--- config.mk ---
export PLATFORM = sky130hd
export DESIGN_NAME = control_unit
export DESIGN_NICKNAME = d
export VERILOG_FILES = /design/src/source/cu_pkg.sv /design/src/source/redirect_tracker.sv /design/src/source/pc_select.sv /design/src/source/flush_ctrl.sv /design/src/source/stall_ctrl.sv /design/src/source/rename_commit_ctrl.sv /design/src/source/control_unit.sv
export SDC_FILE = /design/constraint.sdc
export NUM_CORES = 1
export LEC_CHECK = 0
export BUFFER_PORTS_ARGS = -buffer_cell sky130_fd_sc_hd__buf_2
export CORE_MARGIN = 1.5
export CORE_UTILIZATION = 26
export CTS_CLUSTER_DIAMETER = 60
export CTS_CLUSTER_SIZE = 16
export DETAILED_ROUTE_END_ITERATION = 10
export GPL_TIMING_DRIVEN = 0
export PLACE_DENSITY = 0.79
export SETUP_SLACK_MARGIN = 0.02
export SLEW_MARGIN = 10
export SYNTH_ARGS = -nofsm -noshare
export SYNTH_HDL_FRONTEND = slang
export SYNTH_SLANG_ARGS = --single-unit
--- constraint.sdc ---
create_clock -name clk_i -period 1.4 [get_ports clk_i]
set_input_delay 0.07 -clock clk_i [delete_from_list [all_inputs] [get_ports clk_i]]
set_output_delay 0.07 -clock clk_i [all_outputs]
set_load 0.02 [all_outputs]
--- src/source/cu_pkg.sv ---
package cu_pkg;

    // issue and commit width, one bit per slot in the vectors below
    localparam int ISSUE_W  = 2;
    localparam int GL_IDX_W = 6;
    localparam int CHKP_W   = 3;

    typedef enum logic [1:0] {
        NEXT_PC_BP_OR_PC4 = 2'd0,
        NEXT_PC_KEEP_PC   = 2'd1,
        NEXT_PC_JUMP      = 2'd2
    } next_pc_sel_e;

    typedef enum logic [1:0] {
        SEL_DECODE    = 2'd0,
        SEL_EXECUTION = 2'd1,
        SEL_CSR       = 2'd2,
        SEL_CSR_RW    = 2'd3
    } fetch_sel_e;

    // status coming from the pipeline stages
    typedef struct packed {
        logic valid;
        logic is_branch;
        logic predicted_as_branch;
        logic valid_jal;
        logic stall_csr_fence;
    } id_cu_t;

    typedef struct packed {
        logic [ISSUE_W-1:0] valid;
        logic [ISSUE_W-1:0] is_branch;
        logic [ISSUE_W-1:0] full_iq;
        logic               out_of_checkpoints;
        logic               empty_free_list;
    } ir_cu_t;

    typedef struct packed {
        logic gl_full;
    } rr_cu_t;

    typedef struct packed {
        logic stall;
    } exe_cu_t;

    typedef struct packed {
        logic [ISSUE_W-1:0]  valid;
        logic [ISSUE_W-1:0]  write_enable;
        // prediction outcome of the branch in slot 0
        logic                correct_pred;
        logic                checkpoint_done;
        logic [CHKP_W-1:0]   chkp;
        logic [GL_IDX_W-1:0] gl_index;
    } wb_cu_t;

    typedef struct packed {
        logic               valid;
        logic               xcpt;
        logic               ecall_taken;
        logic               stall_csr_fence;
        logic               fence;
        logic               fence_i;
        logic               write_enable;
        logic [ISSUE_W-1:0] retire;
        logic [ISSUE_W-1:0] regfile_we;
        logic               stall_commit;
    } commit_cu_t;

    typedef struct packed {
        logic csr_eret;
        logic csr_exception;
        logic csr_stall;
    } csr_cu_t;

    // control going back to the pipeline
    typedef struct packed {
        logic stall_if_1;
        logic stall_if_2;
        logic stall_id;
        logic stall_iq;
        logic stall_ir;
        logic stall_rr;
        logic stall_exe;
        logic stall_commit;
        // spare bit, always zero
        logic spare;
    } pipeline_ctrl_t;

    typedef struct packed {
        logic flush_if;
        logic flush_id;
        logic flush_ir;
        logic flush_rr;
        logic flush_exe;
        logic kill_exe;
        logic flush_commit;
    } pipeline_flush_t;

    typedef struct packed {
        next_pc_sel_e next_pc;
        fetch_sel_e   sel_addr;
        logic         invalidate_icache;
        logic         invalidate_buffer;
    } fetch_ctrl_t;

    typedef struct packed {
        logic               do_checkpoint;
        logic               do_recover;
        logic [CHKP_W-1:0]  recover_checkpoint;
        logic               delete_checkpoint;
        logic [ISSUE_W-1:0] enable_commit_update;
        logic               recover_commit;
    } cu_ir_t;

    typedef struct packed {
        logic [ISSUE_W-1:0] write_enable;
    } cu_rr_t;

    typedef struct packed {
        logic                flush_gl;
        logic [GL_IDX_W-1:0] flush_gl_index;
    } cu_wb_t;

    typedef struct packed {
        logic flush_gl_commit;
        logic enable_commit;
    } cu_commit_t;

    // decoded redirect events shared by the control blocks
    typedef struct packed {
        logic mispredict_wb;
        logic bad_pred_id;
        logic jump;
        logic xcpt_now;
        logic xcpt_q;
        logic csr_q;
        logic fence_pending;
        logic id_fence;
    } cu_event_t;

endpackage

--- src/source/redirect_tracker.sv ---
module redirect_tracker
    import cu_pkg::*;
(
    input  logic       clk_i,
    input  logic       rstn_i,
    input  id_cu_t     id_cu_i,
    input  wb_cu_t     wb_cu_i,
    input  commit_cu_t commit_cu_i,
    input  csr_cu_t    csr_cu_i,
    output cu_event_t  event_o
);

    logic xcpt_req;
    logic xcpt_d;
    logic xcpt_q;
    logic csr_d;
    logic csr_q;
    logic fence_pending_q;
    logic commit_fence;

    // any source that sends fetch to the trap vector or the return address
    assign xcpt_req = (commit_cu_i.valid & commit_cu_i.xcpt) |
                      (commit_cu_i.valid & commit_cu_i.ecall_taken) |
                      csr_cu_i.csr_eret |
                      csr_cu_i.csr_exception;

    assign commit_fence = commit_cu_i.valid & commit_cu_i.stall_csr_fence;

    // a request while the previous one is still being served is dropped
    assign xcpt_d = ~xcpt_q & xcpt_req;
    assign csr_d  = ~csr_q & commit_fence & ~xcpt_req;

    always_comb begin
        event_o.mispredict_wb = wb_cu_i.valid[0] & ~wb_cu_i.correct_pred;
        event_o.bad_pred_id   = id_cu_i.valid & id_cu_i.predicted_as_branch &
                                ~id_cu_i.is_branch;
        event_o.jump          = event_o.mispredict_wb | event_o.bad_pred_id |
                                id_cu_i.valid_jal;
        event_o.xcpt_now      = xcpt_d;
        event_o.xcpt_q        = xcpt_q;
        event_o.csr_q         = csr_q;
        event_o.fence_pending = fence_pending_q;
        event_o.id_fence      = id_cu_i.valid & id_cu_i.stall_csr_fence;
    end

    always_ff @(posedge clk_i or negedge rstn_i) begin
        if (!rstn_i) begin
            xcpt_q <= 1'b0;
            csr_q  <= 1'b0;
        end else begin
            xcpt_q <= xcpt_d;
            csr_q  <= csr_d;
        end
    end

    // csr fence travelling between decode and commit
    always_ff @(posedge clk_i or negedge rstn_i) begin
        if (!rstn_i) begin
            fence_pending_q <= 1'b0;
        end else if (xcpt_q || event_o.mispredict_wb) begin
            fence_pending_q <= 1'b0;
        end else if (event_o.id_fence) begin
            fence_pending_q <= 1'b1;
        end else if (commit_fence) begin
            fence_pending_q <= 1'b0;
        end
    end

endmodule

--- src/source/pc_select.sv ---
module pc_select
    import cu_pkg::*;
(
    input  cu_event_t   event_i,
    input  commit_cu_t  commit_cu_i,
    input  logic        stall_if_1_i,
    output fetch_ctrl_t fetch_o
);

    always_comb begin
        if (event_i.jump || event_i.xcpt_q || event_i.csr_q) begin
            fetch_o.next_pc = NEXT_PC_JUMP;
        end else if (stall_if_1_i || event_i.id_fence || event_i.fence_pending ||
                     (commit_cu_i.valid && commit_cu_i.fence)) begin
            fetch_o.next_pc = NEXT_PC_KEEP_PC;
        end else begin
            fetch_o.next_pc = NEXT_PC_BP_OR_PC4;
        end
    end

    // trap and csr redirects win over a branch fix from execute
    always_comb begin
        if (event_i.xcpt_q) begin
            fetch_o.sel_addr = SEL_CSR;
        end else if (event_i.csr_q) begin
            fetch_o.sel_addr = SEL_CSR_RW;
        end else if (event_i.mispredict_wb) begin
            fetch_o.sel_addr = SEL_EXECUTION;
        end else begin
            fetch_o.sel_addr = SEL_DECODE;
        end
    end

    // fence.i may follow self modifying code
    assign fetch_o.invalidate_icache = commit_cu_i.valid & commit_cu_i.fence_i;

    assign fetch_o.invalidate_buffer = commit_cu_i.valid &
                                       (commit_cu_i.fence_i | event_i.xcpt_q |
                                        (commit_cu_i.stall_csr_fence & ~commit_cu_i.fence));

endmodule

--- src/source/flush_ctrl.sv ---
module flush_ctrl
    import cu_pkg::*;
(
    input  cu_event_t       event_i,
    input  id_cu_t          id_cu_i,
    input  rr_cu_t          rr_cu_i,
    input  exe_cu_t         exe_cu_i,
    input  wb_cu_t          wb_cu_i,
    input  commit_cu_t      commit_cu_i,
    input  csr_cu_t         csr_cu_i,
    output pipeline_flush_t flush_o,
    output cu_wb_t          wb_ctrl_o
);

    logic fetch_redirect;

    // causes that only drop the instruction being fetched
    assign fetch_redirect = event_i.fence_pending | event_i.id_fence |
                            (commit_cu_i.valid & commit_cu_i.stall_csr_fence) |
                            (commit_cu_i.valid & commit_cu_i.fence) |
                            id_cu_i.valid_jal |
                            event_i.bad_pred_id;

    // frontend
    always_comb begin
        flush_o.flush_if = 1'b0;
        flush_o.flush_id = 1'b0;
        if (event_i.xcpt_q || event_i.csr_q || event_i.mispredict_wb) begin
            flush_o.flush_if = 1'b1;
            flush_o.flush_id = 1'b1;
        end else if (fetch_redirect && !csr_cu_i.csr_stall) begin
            flush_o.flush_if = 1'b1;
        end
    end

    // backend
    always_comb begin
        flush_o.flush_ir  = 1'b0;
        flush_o.flush_rr  = 1'b0;
        flush_o.flush_exe = 1'b0;
        flush_o.kill_exe  = 1'b0;
        if (event_i.xcpt_q) begin
            flush_o.flush_ir  = 1'b1;
            flush_o.flush_rr  = 1'b1;
            flush_o.flush_exe = 1'b1;
        end else if (event_i.mispredict_wb) begin
            // exe still holds older work, so only the wrong path is killed
            flush_o.flush_ir = 1'b1;
            flush_o.flush_rr = 1'b1;
            flush_o.kill_exe = 1'b1;
        end else if (!exe_cu_i.stall && rr_cu_i.gl_full) begin
            // insert a bubble into exe while rr waits for a gl entry
            flush_o.flush_rr = 1'b1;
        end
    end

    // commit is emptied through the graduation list flush instead
    assign flush_o.flush_commit = 1'b0;

    // drop every gl entry younger than the mispredicted branch
    always_comb begin
        if (event_i.mispredict_wb) begin
            wb_ctrl_o.flush_gl       = 1'b1;
            wb_ctrl_o.flush_gl_index = wb_cu_i.gl_index;
        end else begin
            wb_ctrl_o.flush_gl       = 1'b0;
            wb_ctrl_o.flush_gl_index = '0;
        end
    end

endmodule

--- src/source/stall_ctrl.sv ---
module stall_ctrl
    import cu_pkg::*;
(
    input  ir_cu_t         ir_cu_i,
    input  rr_cu_t         rr_cu_i,
    input  exe_cu_t        exe_cu_i,
    input  commit_cu_t     commit_cu_i,
    input  csr_cu_t        csr_cu_i,
    input  logic           miss_icache_i,
    input  logic           ready_icache_i,
    output pipeline_ctrl_t ctrl_o
);

    // frontend
    always_comb begin
        ctrl_o.stall_if_1 = 1'b0;
        ctrl_o.stall_if_2 = 1'b0;
        ctrl_o.stall_id   = 1'b0;
        if (csr_cu_i.csr_stall || (|ir_cu_i.full_iq)) begin
            ctrl_o.stall_if_1 = 1'b1;
            ctrl_o.stall_if_2 = 1'b1;
            ctrl_o.stall_id   = 1'b1;
        end else if ((commit_cu_i.valid && commit_cu_i.stall_csr_fence) ||
                     miss_icache_i || !ready_icache_i) begin
            // only the fetch request is held, the rest drains
            ctrl_o.stall_if_1 = 1'b1;
        end
    end

    // backend, first active cause wins
    always_comb begin
        ctrl_o.stall_iq  = 1'b0;
        ctrl_o.stall_ir  = 1'b0;
        ctrl_o.stall_rr  = 1'b0;
        ctrl_o.stall_exe = 1'b0;
        if (csr_cu_i.csr_stall) begin
            ctrl_o.stall_iq  = 1'b1;
            ctrl_o.stall_ir  = 1'b1;
            ctrl_o.stall_rr  = 1'b1;
            ctrl_o.stall_exe = 1'b1;
        end else if (exe_cu_i.stall || rr_cu_i.gl_full) begin
            ctrl_o.stall_iq = 1'b1;
            ctrl_o.stall_ir = 1'b1;
            ctrl_o.stall_rr = 1'b1;
        end else if (ir_cu_i.empty_free_list || ir_cu_i.out_of_checkpoints) begin
            // rename cannot allocate, hold the queue only
            ctrl_o.stall_iq = 1'b1;
        end
    end

    assign ctrl_o.stall_commit = commit_cu_i.stall_commit;
    assign ctrl_o.spare        = 1'b0;

endmodule

--- src/source/rename_commit_ctrl.sv ---
module rename_commit_ctrl
    import cu_pkg::*;
(
    input  cu_event_t  event_i,
    input  ir_cu_t     ir_cu_i,
    input  wb_cu_t     wb_cu_i,
    input  commit_cu_t commit_cu_i,
    input  csr_cu_t    csr_cu_i,
    input  logic       flush_ir_i,
    input  logic       stall_ir_i,
    output cu_ir_t     ir_ctrl_o,
    output cu_rr_t     rr_ctrl_o,
    output cu_commit_t commit_ctrl_o
);

    logic branch_resolved;
    logic commit_write;

    // take a snapshot of rename when a branch enters with a full pair
    assign ir_ctrl_o.do_checkpoint = (&ir_cu_i.valid) & (|ir_cu_i.is_branch) &
                                     ~ir_cu_i.out_of_checkpoints &
                                     ~flush_ir_i & ~stall_ir_i;

    assign branch_resolved = wb_cu_i.valid[0] & wb_cu_i.checkpoint_done;

    assign ir_ctrl_o.do_recover         = branch_resolved & event_i.mispredict_wb;
    assign ir_ctrl_o.delete_checkpoint  = branch_resolved & wb_cu_i.correct_pred;
    assign ir_ctrl_o.recover_checkpoint = wb_cu_i.chkp;

    // free list and rename updates stop once a trap is taken
    assign ir_ctrl_o.enable_commit_update = commit_cu_i.retire & commit_cu_i.regfile_we &
                                            {ISSUE_W{~event_i.xcpt_now}};
    assign ir_ctrl_o.recover_commit       = event_i.xcpt_q;

    assign commit_ctrl_o.flush_gl_commit = event_i.xcpt_q;
    assign commit_ctrl_o.enable_commit   = ~(commit_cu_i.stall_commit | event_i.xcpt_now);

    // slot 0 port is shared with the commit stage write
    assign commit_write = commit_cu_i.valid & commit_cu_i.write_enable &
                          ~commit_cu_i.xcpt & ~csr_cu_i.csr_exception;

    always_comb begin
        for (int i = 0; i < ISSUE_W; i++) begin
            rr_ctrl_o.write_enable[i] = wb_cu_i.valid[i] & wb_cu_i.write_enable[i];
        end
        rr_ctrl_o.write_enable[0] = rr_ctrl_o.write_enable[0] | commit_write;
    end

endmodule

--- src/source/control_unit.sv ---
module control_unit
    import cu_pkg::*;
(
    input  logic            clk_i,
    input  logic            rstn_i,
    input  id_cu_t          id_cu_i,
    input  ir_cu_t          ir_cu_i,
    input  rr_cu_t          rr_cu_i,
    input  exe_cu_t         exe_cu_i,
    input  wb_cu_t          wb_cu_i,
    input  commit_cu_t      commit_cu_i,
    input  csr_cu_t         csr_cu_i,
    input  logic            miss_icache_i,
    input  logic            ready_icache_i,
    output pipeline_ctrl_t  pipeline_ctrl_o,
    output pipeline_flush_t pipeline_flush_o,
    output fetch_ctrl_t     fetch_o,
    output cu_ir_t          cu_ir_o,
    output cu_rr_t          cu_rr_o,
    output cu_wb_t          cu_wb_o,
    output cu_commit_t      cu_commit_o
);

    cu_event_t cu_event;

    redirect_tracker u_redirect_tracker (
        .clk_i       (clk_i),
        .rstn_i      (rstn_i),
        .id_cu_i     (id_cu_i),
        .wb_cu_i     (wb_cu_i),
        .commit_cu_i (commit_cu_i),
        .csr_cu_i    (csr_cu_i),
        .event_o     (cu_event)
    );

    stall_ctrl u_stall_ctrl (
        .ir_cu_i        (ir_cu_i),
        .rr_cu_i        (rr_cu_i),
        .exe_cu_i       (exe_cu_i),
        .commit_cu_i    (commit_cu_i),
        .csr_cu_i       (csr_cu_i),
        .miss_icache_i  (miss_icache_i),
        .ready_icache_i (ready_icache_i),
        .ctrl_o         (pipeline_ctrl_o)
    );

    pc_select u_pc_select (
        .event_i      (cu_event),
        .commit_cu_i  (commit_cu_i),
        .stall_if_1_i (pipeline_ctrl_o.stall_if_1),
        .fetch_o      (fetch_o)
    );

    flush_ctrl u_flush_ctrl (
        .event_i     (cu_event),
        .id_cu_i     (id_cu_i),
        .rr_cu_i     (rr_cu_i),
        .exe_cu_i    (exe_cu_i),
        .wb_cu_i     (wb_cu_i),
        .commit_cu_i (commit_cu_i),
        .csr_cu_i    (csr_cu_i),
        .flush_o     (pipeline_flush_o),
        .wb_ctrl_o   (cu_wb_o)
    );

    // checkpoint creation looks at the ir flush and stall of this cycle
    rename_commit_ctrl u_rename_commit_ctrl (
        .event_i       (cu_event),
        .ir_cu_i       (ir_cu_i),
        .wb_cu_i       (wb_cu_i),
        .commit_cu_i   (commit_cu_i),
        .csr_cu_i      (csr_cu_i),
        .flush_ir_i    (pipeline_flush_o.flush_ir),
        .stall_ir_i    (pipeline_ctrl_o.stall_ir),
        .ir_ctrl_o     (cu_ir_o),
        .rr_ctrl_o     (cu_rr_o),
        .commit_ctrl_o (cu_commit_o)
    );

endmodule

==> flow_metrics.env, run 1 <==
export IMPL_fin_nets=217
export IMPL_clockBufferDepth=2
export IMPL_grt_pass1_wl_mm=2.46
export IMPL_groute_usage_overall_pct=15.6
export IMPL_die_h_um=47.4
export IMPL_syn_area_per_cell_um2=6.93
export IMPL_viasPerCell=4.16
export IMPL_crit_start="u_redirect_tracker.xcpt_q"
export IMPL_antenna_found_initial=0
export IMPL_yosysWarningCount=0
export IMPL_p_total_mw=0.698
export IMPL_worstSkewPairLatency_ps=230
export IMPL_ys_types=28
export IMPL_die_area_um2=2250
export IMPL_final_max_slew_viol_count=0
export IMPL_synth_ff_type="dfrtp_1"
export IMPL_numCtsBuffers=3
export IMPL_grt_max_degree=10
export IMPL_setup_violations=0
export IMPL_firstDrtPassIters=3
export IMPL_diodes=0
export IMPL_cts_max_level=1
export IMPL_drive_above_1_share_pct=67.1
export IMPL_leakagePower_nw=0.647
export IMPL_grt_ovfl_total=0
export IMPL_final_hold_viol_count=0
export IMPL_vias=798
export IMPL_synthArstFlopShare_pct=100
export IMPL_tritoncts="done"
export IMPL_cts_root_buf="clkbuf_4"
export IMPL_synthCells=74
export IMPL_ir_drop_mv=0.545
export IMPL_detail_route_antenna_nets=0
export IMPL_routed_wl_mm=1.90
export IMPL_worstPathMaxFanout=6
export IMPL_fmax_ghz=0.742
export IMPL_crit_path_max_incr_delay_ps=430
export IMPL_fin_crit_sh_pct=96.2
export IMPL_crit_chain="buf_4, o31a_1, buf_2"
export IMPL_final_util_pct=59.8
export IMPL_fin_crit_ps=1350
export IMPL_reg2reg_slack_ps=570
export IMPL_arrival_ps=1280
export IMPL_rows=15
export IMPL_hpwl_mm=1.69
export IMPL_cts_sinks=3
export IMPL_path_buf_inv=2
export IMPL_start_util_pct=28.8
export IMPL_p_per_area_nw_per_um2=655
export IMPL_wl_per_cell_um=9.90
export IMPL_grt_setup_unrepaired="true"
export IMPL_status="finished, final reports clean"
export IMPL_io_buffers=85
export IMPL_worstSetupEndpointType="output pin"
export IMPL_final_common_cell="buf_2"
export IMPL_cpMaxStageDelayCell="dfrtp_2"
export IMPL_ys_seq_area_share_pct=14.6
export IMPL_crit_path_start_kind="flip-flop"
export IMPL_hold_class="input pin to flip-flop"
export IMPL_synth_edf_count=0
export IMPL_clk_pin_slew_ps=30
export IMPL_syn_area_um2=513
export IMPL_mostFrequentLayoutCells="83 x buf_2, 18 x buf_4, 9 x and2_1"
export IMPL_critPathKind="flip-flop to output pin"
export IMPL_dr_first_iter_drc_count=1
export IMPL_drc_errors=0
export IMPL_synth_seq_cells=3
export IMPL_min_from="csr_cu_i[2]"
export IMPL_ios=91
export IMPL_path_delay_family="flip-flops"
export IMPL_skew_ps=0.478
export IMPL_fp_coreArea_um2=1780
export IMPL_reg2reg_from="u_redirect_tracker.xcpt_q"
export IMPL_syn_to_final_growth_pct=108
export IMPL_grt_pass1_vias=617
export IMPL_die_w_um=47.4
export IMPL_gp_congestion=0.683
export IMPL_required_ps=1330
export IMPL_cap_violations=0
routing by layer:
layer / up-vias / track usage (%) / share of wire (%)
li1: 420 / - / -
met1: 331 / 17.6 / 37
met2: 44 / 27.0 / 53
met3: 3 / 3.77 / 8.7
met4: 0 / 7.78 / 0.84
met5: - / 0 / 0
kinds of logic (layout without fill, tap and decap cells):
| kind of cell | after synthesis | in the layout | share of synthesized area [%] |
|---|---|---|---|
| other | 1 | 2 | 0.731 |
| AO/OA/AOI/OAI | 11 | 11 | 15.4 |
| buffers and inverters | 20 | 112 | 25.6 |
| AND/OR/NAND/NOR | 39 | 39 | 43.7 |
| flip-flops | 3 | 3 | 14.6 |
power by group:
group / internal [mW] / total (mW) / leakage (nW) / switching (mW)
logic: 0.206 / 0.442 / 0.594 / 0.236
clock network: 0.107 / 0.151 / 0.0150 / 0.0440
registers: 0.0959 / 0.106 / 0.0381 / 0.00957
area by class of cell:
type | count | area (µm²)
multi-input cells | 52 | 342
flip-flops and latches | 3 | 76.3
inverters | 5 | 18.8
plain buffers | 15 | 113
clock buffers | 4 | 26.3
repair buffers | 88 | 459
fillers | 179 | 717
well taps | 25 | 31.3
repair_timing:
item | CTS | global route
gates resized for setup | 4 | 6
endpoints found under the setup margin | 2 | 5
pin swaps | 0 | 1
setup buffers | 2 | 0
endpoints found under the hold margin | 3 | 0
hold buffers | 1 | 0
path summary, 6_finish.rpt:
check,to,cells after the start
setup reg to reg,u_redirect_tracker.xcpt_q,2
hold / removal,u_redirect_tracker.csr_q,2
max in group asynchronous,u_redirect_tracker.xcpt_q,2
setup / recovery,fetch_o[0],3
min in group asynchronous,u_redirect_tracker.fence_pending_q,2
hold reg to reg,u_redirect_tracker.csr_q,1
stage by stage:
step	std cells	area [µm²]	setup WS (ps)	TNS, ps	hold WS (ps)
final	192	1070	52.8	0	24.4
after global routing	192	1070	-28.2	-28.2	17.0
after CTS	192	1040	11.4	0	17.0
after detailed placement	185	980	68.4	0	-129
after global placement	185	980	70.8	0	-132
after floorplan	75	523	33.5	0	-226
flip-flops by register name, summed over array words and instances (netlist names):
signal,cells
u_redirect_tracker.csr_q,1
u_redirect_tracker.fence_pending_q,1
u_redirect_tracker.xcpt_q,1
synth_stat cells (2+ instances only):
library cell | n | area, µm²
dfrtp_1 | 3 | 75.1
nand2b_1 | 2 | 12.5
or3_1 | 2 | 12.5
nand2_1 | 6 | 22.5
o21ai_0 | 2 | 10.0
inv_1 | 5 | 18.8
nor2_1 | 9 | 33.8
a21oi_1 | 2 | 10.0
a21o_1 | 2 | 15.0
buf_4 | 15 | 113
and2_1 | 9 | 56.3
Power figures use the tool's default switching activity.
==> run 2: changes to the inputs <==
==> constraint.sdc (replaced) <==
create_clock -name clk_i -period 1.29 [get_ports clk_i]
set_input_delay 0.0645 -clock clk_i [delete_from_list [all_inputs] [get_ports clk_i]]
set_output_delay 0.0645 -clock clk_i [all_outputs]
set_load 0.02 [all_outputs]
==> flow_metrics.env, run 2 (synthesized netlist as in run 1, its figures left out) <==
export IMPL_fin_cells=196
export IMPL_ios=91
export IMPL_firstDrtPassIters=4
export IMPL_drive_above_1_share_pct=67.8
export IMPL_dr_first_iter_drc_count=4
export IMPL_rows=15
export IMPL_reg2reg_depth=2
export IMPL_wl_per_cell_um=10.9
export IMPL_antenna_found_initial=0
export IMPL_grt_util_met3_pct=3.40
export IMPL_fin_nets=221
export IMPL_cts_root_buf="clkbuf_4"
export IMPL_ir_drop_mv=0.452
export IMPL_path_delay_family="flip-flops"
export IMPL_use_met1_pct=18.3
export IMPL_numCtsBuffers=3
export IMPL_start_util_pct=28.8
export IMPL_fmax_ghz=0.762
export IMPL_mostFrequentLayoutCells="78 x buf_2, 22 x buf_4, 9 x and2_1"
export IMPL_arrival_ps=1250
export IMPL_fp_coreArea_um2=1780
export IMPL_final_util_pct=63.7
export IMPL_viasPerCell=4.22
export IMPL_crit_chain="nand2b_4, nor4_4, buf_4"
export IMPL_r2r_end="u_redirect_tracker.csr_q"
export IMPL_use_met2_pct=30.5
export IMPL_cp_depth=3
export IMPL_crit_path_end="cu_ir_o[8]"
export IMPL_grt_ovfl_total=0
export IMPL_min_path_cells=2
export IMPL_top_usage_layer="met2"
export IMPL_gp_congestion=0.779
export IMPL_top_regs="u_redirect_tracker.csr_q (1), u_redirect_tracker.fence_pending_q (1), u_redirect_tracker.xcpt_q (1)"
export IMPL_setup_violations=3
export IMPL_cts_max_level=1
export IMPL_final_max_slew_viol_count=0
export IMPL_final_common_cell="buf_2"
export IMPL_min_from="csr_cu_i[2]"
export IMPL_reg2reg_from="u_redirect_tracker.csr_q"
export IMPL_pre_cts_ws_ps=36.1
export IMPL_failed_checks="negative setup slack"
export IMPL_p_per_area_nw_per_um2=718
export IMPL_fin_crit_sh_pct=102
export IMPL_finalWorstSetupSlack_ps=-22.1
export IMPL_detail_route_antenna_nets=0
export IMPL_critPathKind="flip-flop to output pin"
export IMPL_die_w_um=47.4
export IMPL_drc_errors=0
export IMPL_io_buffers=85
export IMPL_vias=828
export IMPL_hold_class="input pin to flip-flop"
export IMPL_grt_setup_unrepaired="true"
export IMPL_final_hold_viol_count=0
export IMPL_place_area_um2=988
export IMPL_leakagePower_nw=0.684
export IMPL_hpwl_mm=1.72
export IMPL_clockBufferDepth=2
export IMPL_crit_start="u_redirect_tracker.xcpt_q"
export IMPL_cts_sinks=3
export IMPL_path_buf_inv=1
export IMPL_final_cell_area_um2=1140
export IMPL_fin_crit_ps=1310
export IMPL_cap_violations=0
export IMPL_die_h_um=47.4
export IMPL_required_ps=1230
export IMPL_tritoncts="done"
export IMPL_grt_max_degree=10
export IMPL_status="finished with violations"
export IMPL_diodes=0
export IMPL_routed_wl_mm=2.14
export IMPL_crit_path_max_incr_delay_ps=440
export IMPL_cpMaxStageDelayCell="dfrtp_2"
export IMPL_reg2reg_slack_ps=370
export IMPL_dpl_cell_count=185
export IMPL_worstSkewPairLatency_ps=230
export IMPL_crit_path_start_kind="flip-flop"
export IMPL_groute_usage_overall_pct=16.0
export IMPL_grt_pass1_vias=645
export IMPL_grt_pass1_wl_mm=2.63
export IMPL_syn_to_final_growth_pct=121
export IMPL_clk_pin_slew_ps=40
export IMPL_worstPathMaxFanout=5
export IMPL_worstSetupEndpointType="output pin"
export IMPL_die_area_um2=2250
export IMPL_skew_ps=1.63
-- run 2: cell count changes in the layout (fill, tap and decap cells not counted) --
cell and change:
nor4_4 +1, buf_2 -5, buf_6 +5, nor4_2 -1
buf_4 +4
-- run 2: final cells by class --
class / count / area, µm²
plain buffers: 15 / 113
clock buffers: 4 / 26.3
fillers: 171 / 647
inverters: 5 / 18.8
multi-input cells: 52 / 350
flip-flops and latches: 3 / 76.3
well taps: 25 / 31.3
repair buffers: 92 / 520
-- run 2: how the worst min path moves through the flow --
stage | slack, ps | to
6_report | 10 | u_redirect_tracker.csr_q
5_1_grt | 0.6 | u_redirect_tracker.csr_q
4_1_cts | 3 | u_redirect_tracker.csr_q
3_5_place_dp | -140 | u_redirect_tracker.csr_q
3_3_place_gp | -140 | u_redirect_tracker.xcpt_q
2_1_floorplan | -230 | u_redirect_tracker.csr_q
-- run 2: worst register-to-register path: stages (launching register included) --
cell and delay [ps]:
dfrtp_1 410, buf_4 160, nor4b_2 260
-- run 2: power breakdown --
| group | leakage, nW | switching (mW) | internal, mW | total [mW] |
|---|---|---|---|---|
| sequential | 0.0381 | 0.0125 | 0.104 | 0.117 |
| clock | 0.0150 | 0.0519 | 0.116 | 0.168 |
| combinational | 0.631 | 0.271 | 0.260 | 0.531 |
-- run 2: timing repair --
action                                 in CTS  in global routing
setup buffers                               5                  1
hold buffers                                1                  0
endpoints found under the hold margin       3                  0
setup endpoints to repair                   9                  8
pin swaps                                   1                  1
resized for setup                          10                  9
-- run 2: routing by layer --
metal | routed length (µm) | share of wire, %
met3 | 126 | 5.9
met2 | 1220 | 57
met4 | 0 | 0
met5 | 0 | 0
met1 | 798 | 37
-- run 2: metrics by stage --
step	hold slack (ps)	setup TNS (ps)	power (mW)
after floorplan	-231	0	0.382
after global placement	-138	0	0.553
after detailed placement	-138	0	0.561
after CTS	3.16	-108	0.788
after global routing	0.590	-557	0.874
final	14.7	-44.5	0.815
==> run 3: changes to the inputs <==
--- a/config.mk
+++ b/config.mk
@@ -5,16 +5,17 @@
 export SDC_FILE = /design/constraint.sdc
 export NUM_CORES = 1
 export LEC_CHECK = 0
-export BUFFER_PORTS_ARGS = -buffer_cell sky130_fd_sc_hd__buf_2
+export BUFFER_PORTS_ARGS = -buffer_cell sky130_fd_sc_hd__buf_4
 export CORE_MARGIN = 1.5
-export CORE_UTILIZATION = 26
+export CORE_UTILIZATION = 28
 export CTS_CLUSTER_DIAMETER = 60
 export CTS_CLUSTER_SIZE = 16
 export DETAILED_ROUTE_END_ITERATION = 10
 export GPL_TIMING_DRIVEN = 0
-export PLACE_DENSITY = 0.79
+export PLACE_DENSITY = 0.8
 export SETUP_SLACK_MARGIN = 0.02
 export SLEW_MARGIN = 10
 export SYNTH_ARGS = -nofsm -noshare
 export SYNTH_HDL_FRONTEND = slang
+export SYNTH_HIERARCHICAL = 1
 export SYNTH_SLANG_ARGS = --single-unit
==> flow_metrics.env, run 3 <==
export IMPL_yosysWarningCount=6
export IMPL_fp_coreArea_um2=1940
export IMPL_hold_class="input pin to flip-flop"
export IMPL_wl_per_cell_um=11.8
export IMPL_setup_violations=9
export IMPL_synth_ff_type="dfrtp_1"
export IMPL_diodes=0
export IMPL_grt_ovfl_total=0
export IMPL_skew_ps=3.80
export IMPL_ir_drop_mv=0.483
export IMPL_drc_errors=0
export IMPL_antenna_found_initial=0
export IMPL_status="finished with violations"
export IMPL_final_max_slew_viol_count=0
export IMPL_finalWorstSetupSlack_ps=-202
export IMPL_dpl_cell_count=190
export IMPL_rows=16
export IMPL_die_w_um=48.1
export IMPL_leakagePower_nw=0.800
export IMPL_clk_pin_slew_ps=40
export IMPL_place_area_um2=1250
export IMPL_gp_congestion=0.664
export IMPL_grt_pass1_wl_mm=2.92
export IMPL_worstSetupEndpointType="output pin"
export IMPL_cts_max_level=1
export IMPL_worstPathMaxFanout=5
export IMPL_synth_top_area_share_pct=22.4
export IMPL_cts_root_buf="clkbuf_4"
export IMPL_syn_area_per_cell_um2=7.31
export IMPL_clockBufferDepth=2
export IMPL_synth_xor_xnor_area_share_pct=0
export IMPL_ys_types=31
export IMPL_hpwl_mm=1.76
export IMPL_grt_setup_unrepaired="true"
export IMPL_routed_wl_mm=2.41
export IMPL_arrival_ps=1430
export IMPL_synth_top_cells_by_area="buf_4 22%, dfrtp_1 13%, and2_1 8.8%"
export IMPL_synth_most_common_cell="buf_4"
export IMPL_synthArstFlopShare_pct=100
export IMPL_synth_commonest_cells="17 x buf_4, 9 x nor2_1, 8 x and2_1"
export IMPL_die_area_um2=2320
export IMPL_io_buffers=85
export IMPL_grt_pass1_vias=787
export IMPL_firstDrtPassIters=3
export IMPL_cts_sinks=3
export IMPL_final_cell_area_um2=1510
export IMPL_viasPerCell=4.53
export IMPL_synth_area_leader_cell="buf_4"
export IMPL_p_per_area_nw_per_um2=674
export IMPL_setup_tns_ps=-755
export IMPL_synth_top_family_by_area="simple AND/OR/NAND/NOR gates"
export IMPL_ios=91
export IMPL_worstSkewPairLatency_ps=230
export IMPL_fin_cells=204
export IMPL_crit_path_start_kind="flip-flop"
export IMPL_whs_ps=91.0
export IMPL_yosys_area_share_simple_pct=44.7
export IMPL_synth_edf_count=0
export IMPL_syn_to_final_growth_pct=164
export IMPL_fin_crit_ps=1490
export IMPL_ys_seq_area_share_pct=13.2
export IMPL_cap_violations=0
export IMPL_final_hold_viol_count=0
export IMPL_synth_compound_gate_area_share_pct=15.8
export IMPL_synth_seq_cells=3
export IMPL_start_util_pct=29.4
export IMPL_synthCells=78
export IMPL_die_h_um=48.1
export IMPL_grt_max_degree=15
export IMPL_dr_first_iter_drc_count=7
export IMPL_failed_checks="negative setup slack"
export IMPL_pre_cts_ws_ps=-259
export IMPL_fmax_ghz=0.670
export IMPL_fin_nets=227
export IMPL_tritoncts="done"
export IMPL_final_common_cell="buf_4"
export IMPL_required_ps=1230
export IMPL_syn_area_um2=571
export IMPL_muxShareOfSynthArea_pct=0
export IMPL_vias=924
export IMPL_critPathKind="flip-flop to output pin"
export IMPL_fin_crit_sh_pct=116
export IMPL_groute_usage_overall_pct=17.8
export IMPL_top_regs="u_redirect_tracker/csr_q (1), u_redirect_tracker/fence_pending_q (1), u_redirect_tracker/xcpt_q (1)"
export IMPL_drive_above_1_share_pct=72.9
export IMPL_synth_fa_ha_area_share_pct=0
export IMPL_syn_num_nets=127
export IMPL_detail_route_antenna_nets=0
export IMPL_numCtsBuffers=3
export IMPL_mostFrequentLayoutCells="92 x buf_4, 18 x buf_6, 9 x nor2_1"
run 3: repair_timing:
action	in CTS	in global routing
pin swaps	5	2
buffers inserted	6	5
gates resized for setup	19	12
hold buffers	1	0
endpoints found under the hold margin	3	0
endpoints found under the setup margin	8	15
run 3: worst paths after layout:
kind | from | end | slack (ps) | cells after the start
worst min register to register | u_redirect_tracker/csr_q | u_redirect_tracker/csr_q | 600 | 2
worst max register to register | u_redirect_tracker/fence_pending_q | u_redirect_tracker/fence_pending_q | 280 | 2
worst max-delay path | u_redirect_tracker/xcpt_q | cu_ir_o[8] | -200 | 4
min in group asynchronous | rstn_i | u_redirect_tracker/xcpt_q | 150 | 2
max in group asynchronous | rstn_i | u_redirect_tracker/csr_q | 1030 | 2
worst min-delay path | csr_cu_i[2] | u_redirect_tracker/csr_q | 90 | 3
run 3: metrics by stage:
step / util [%] / power [mW]
global placement: 64.4 / 0.666
detailed placement: 64.4 / 0.673
CTS: 72.3 / 0.947
finish: 77.5 / 1.01
global route: 77.5 / 1.08
floorplan: - / 0.401
run 3: power breakdown:
group	switching, mW	internal, mW
combinational	0.314	0.424
sequential	0.00877	0.103
clock	0.0479	0.116
run 3: logic make-up (layout without fill, tap and decap cells):
| family | after synthesis | after routing |
|---|---|---|
| flip-flops | 3 | 3 |
| AND/OR/NAND/NOR | 41 | 41 |
| AO/OA/AOI/OAI | 11 | 11 |
| buffers and inverters | 21 | 120 |
| other | 2 | 2 |
run 3: cell type report:
| class | instances | area, µm² |
|---|---|---|
| plain buffers | 15 | 131 |
| fillers | 139 | 437 |
| clock buffers | 4 | 26.3 |
| flip-flops and latches | 3 | 76.3 |
| inverters | 4 | 15.0 |
| multi-input cells | 54 | 430 |
| repair buffers | 97 | 792 |
| well taps | 27 | 33.8 |
run 3: critical path, cell delays in order (launching register included):
cell,delay [ps]
dfrtp_1,380
buf_6,130
or2_4,250
nor4_4,250
buf_4,180
run 3: per-layer routing:
metal  track usage, %  wire [µm]  share of wire, %
met1             15.5        672                28
met2             38.2       1460                61
met3             1.48        229               9.5
met4             9.19         49               2.0
met5                0          0                 0
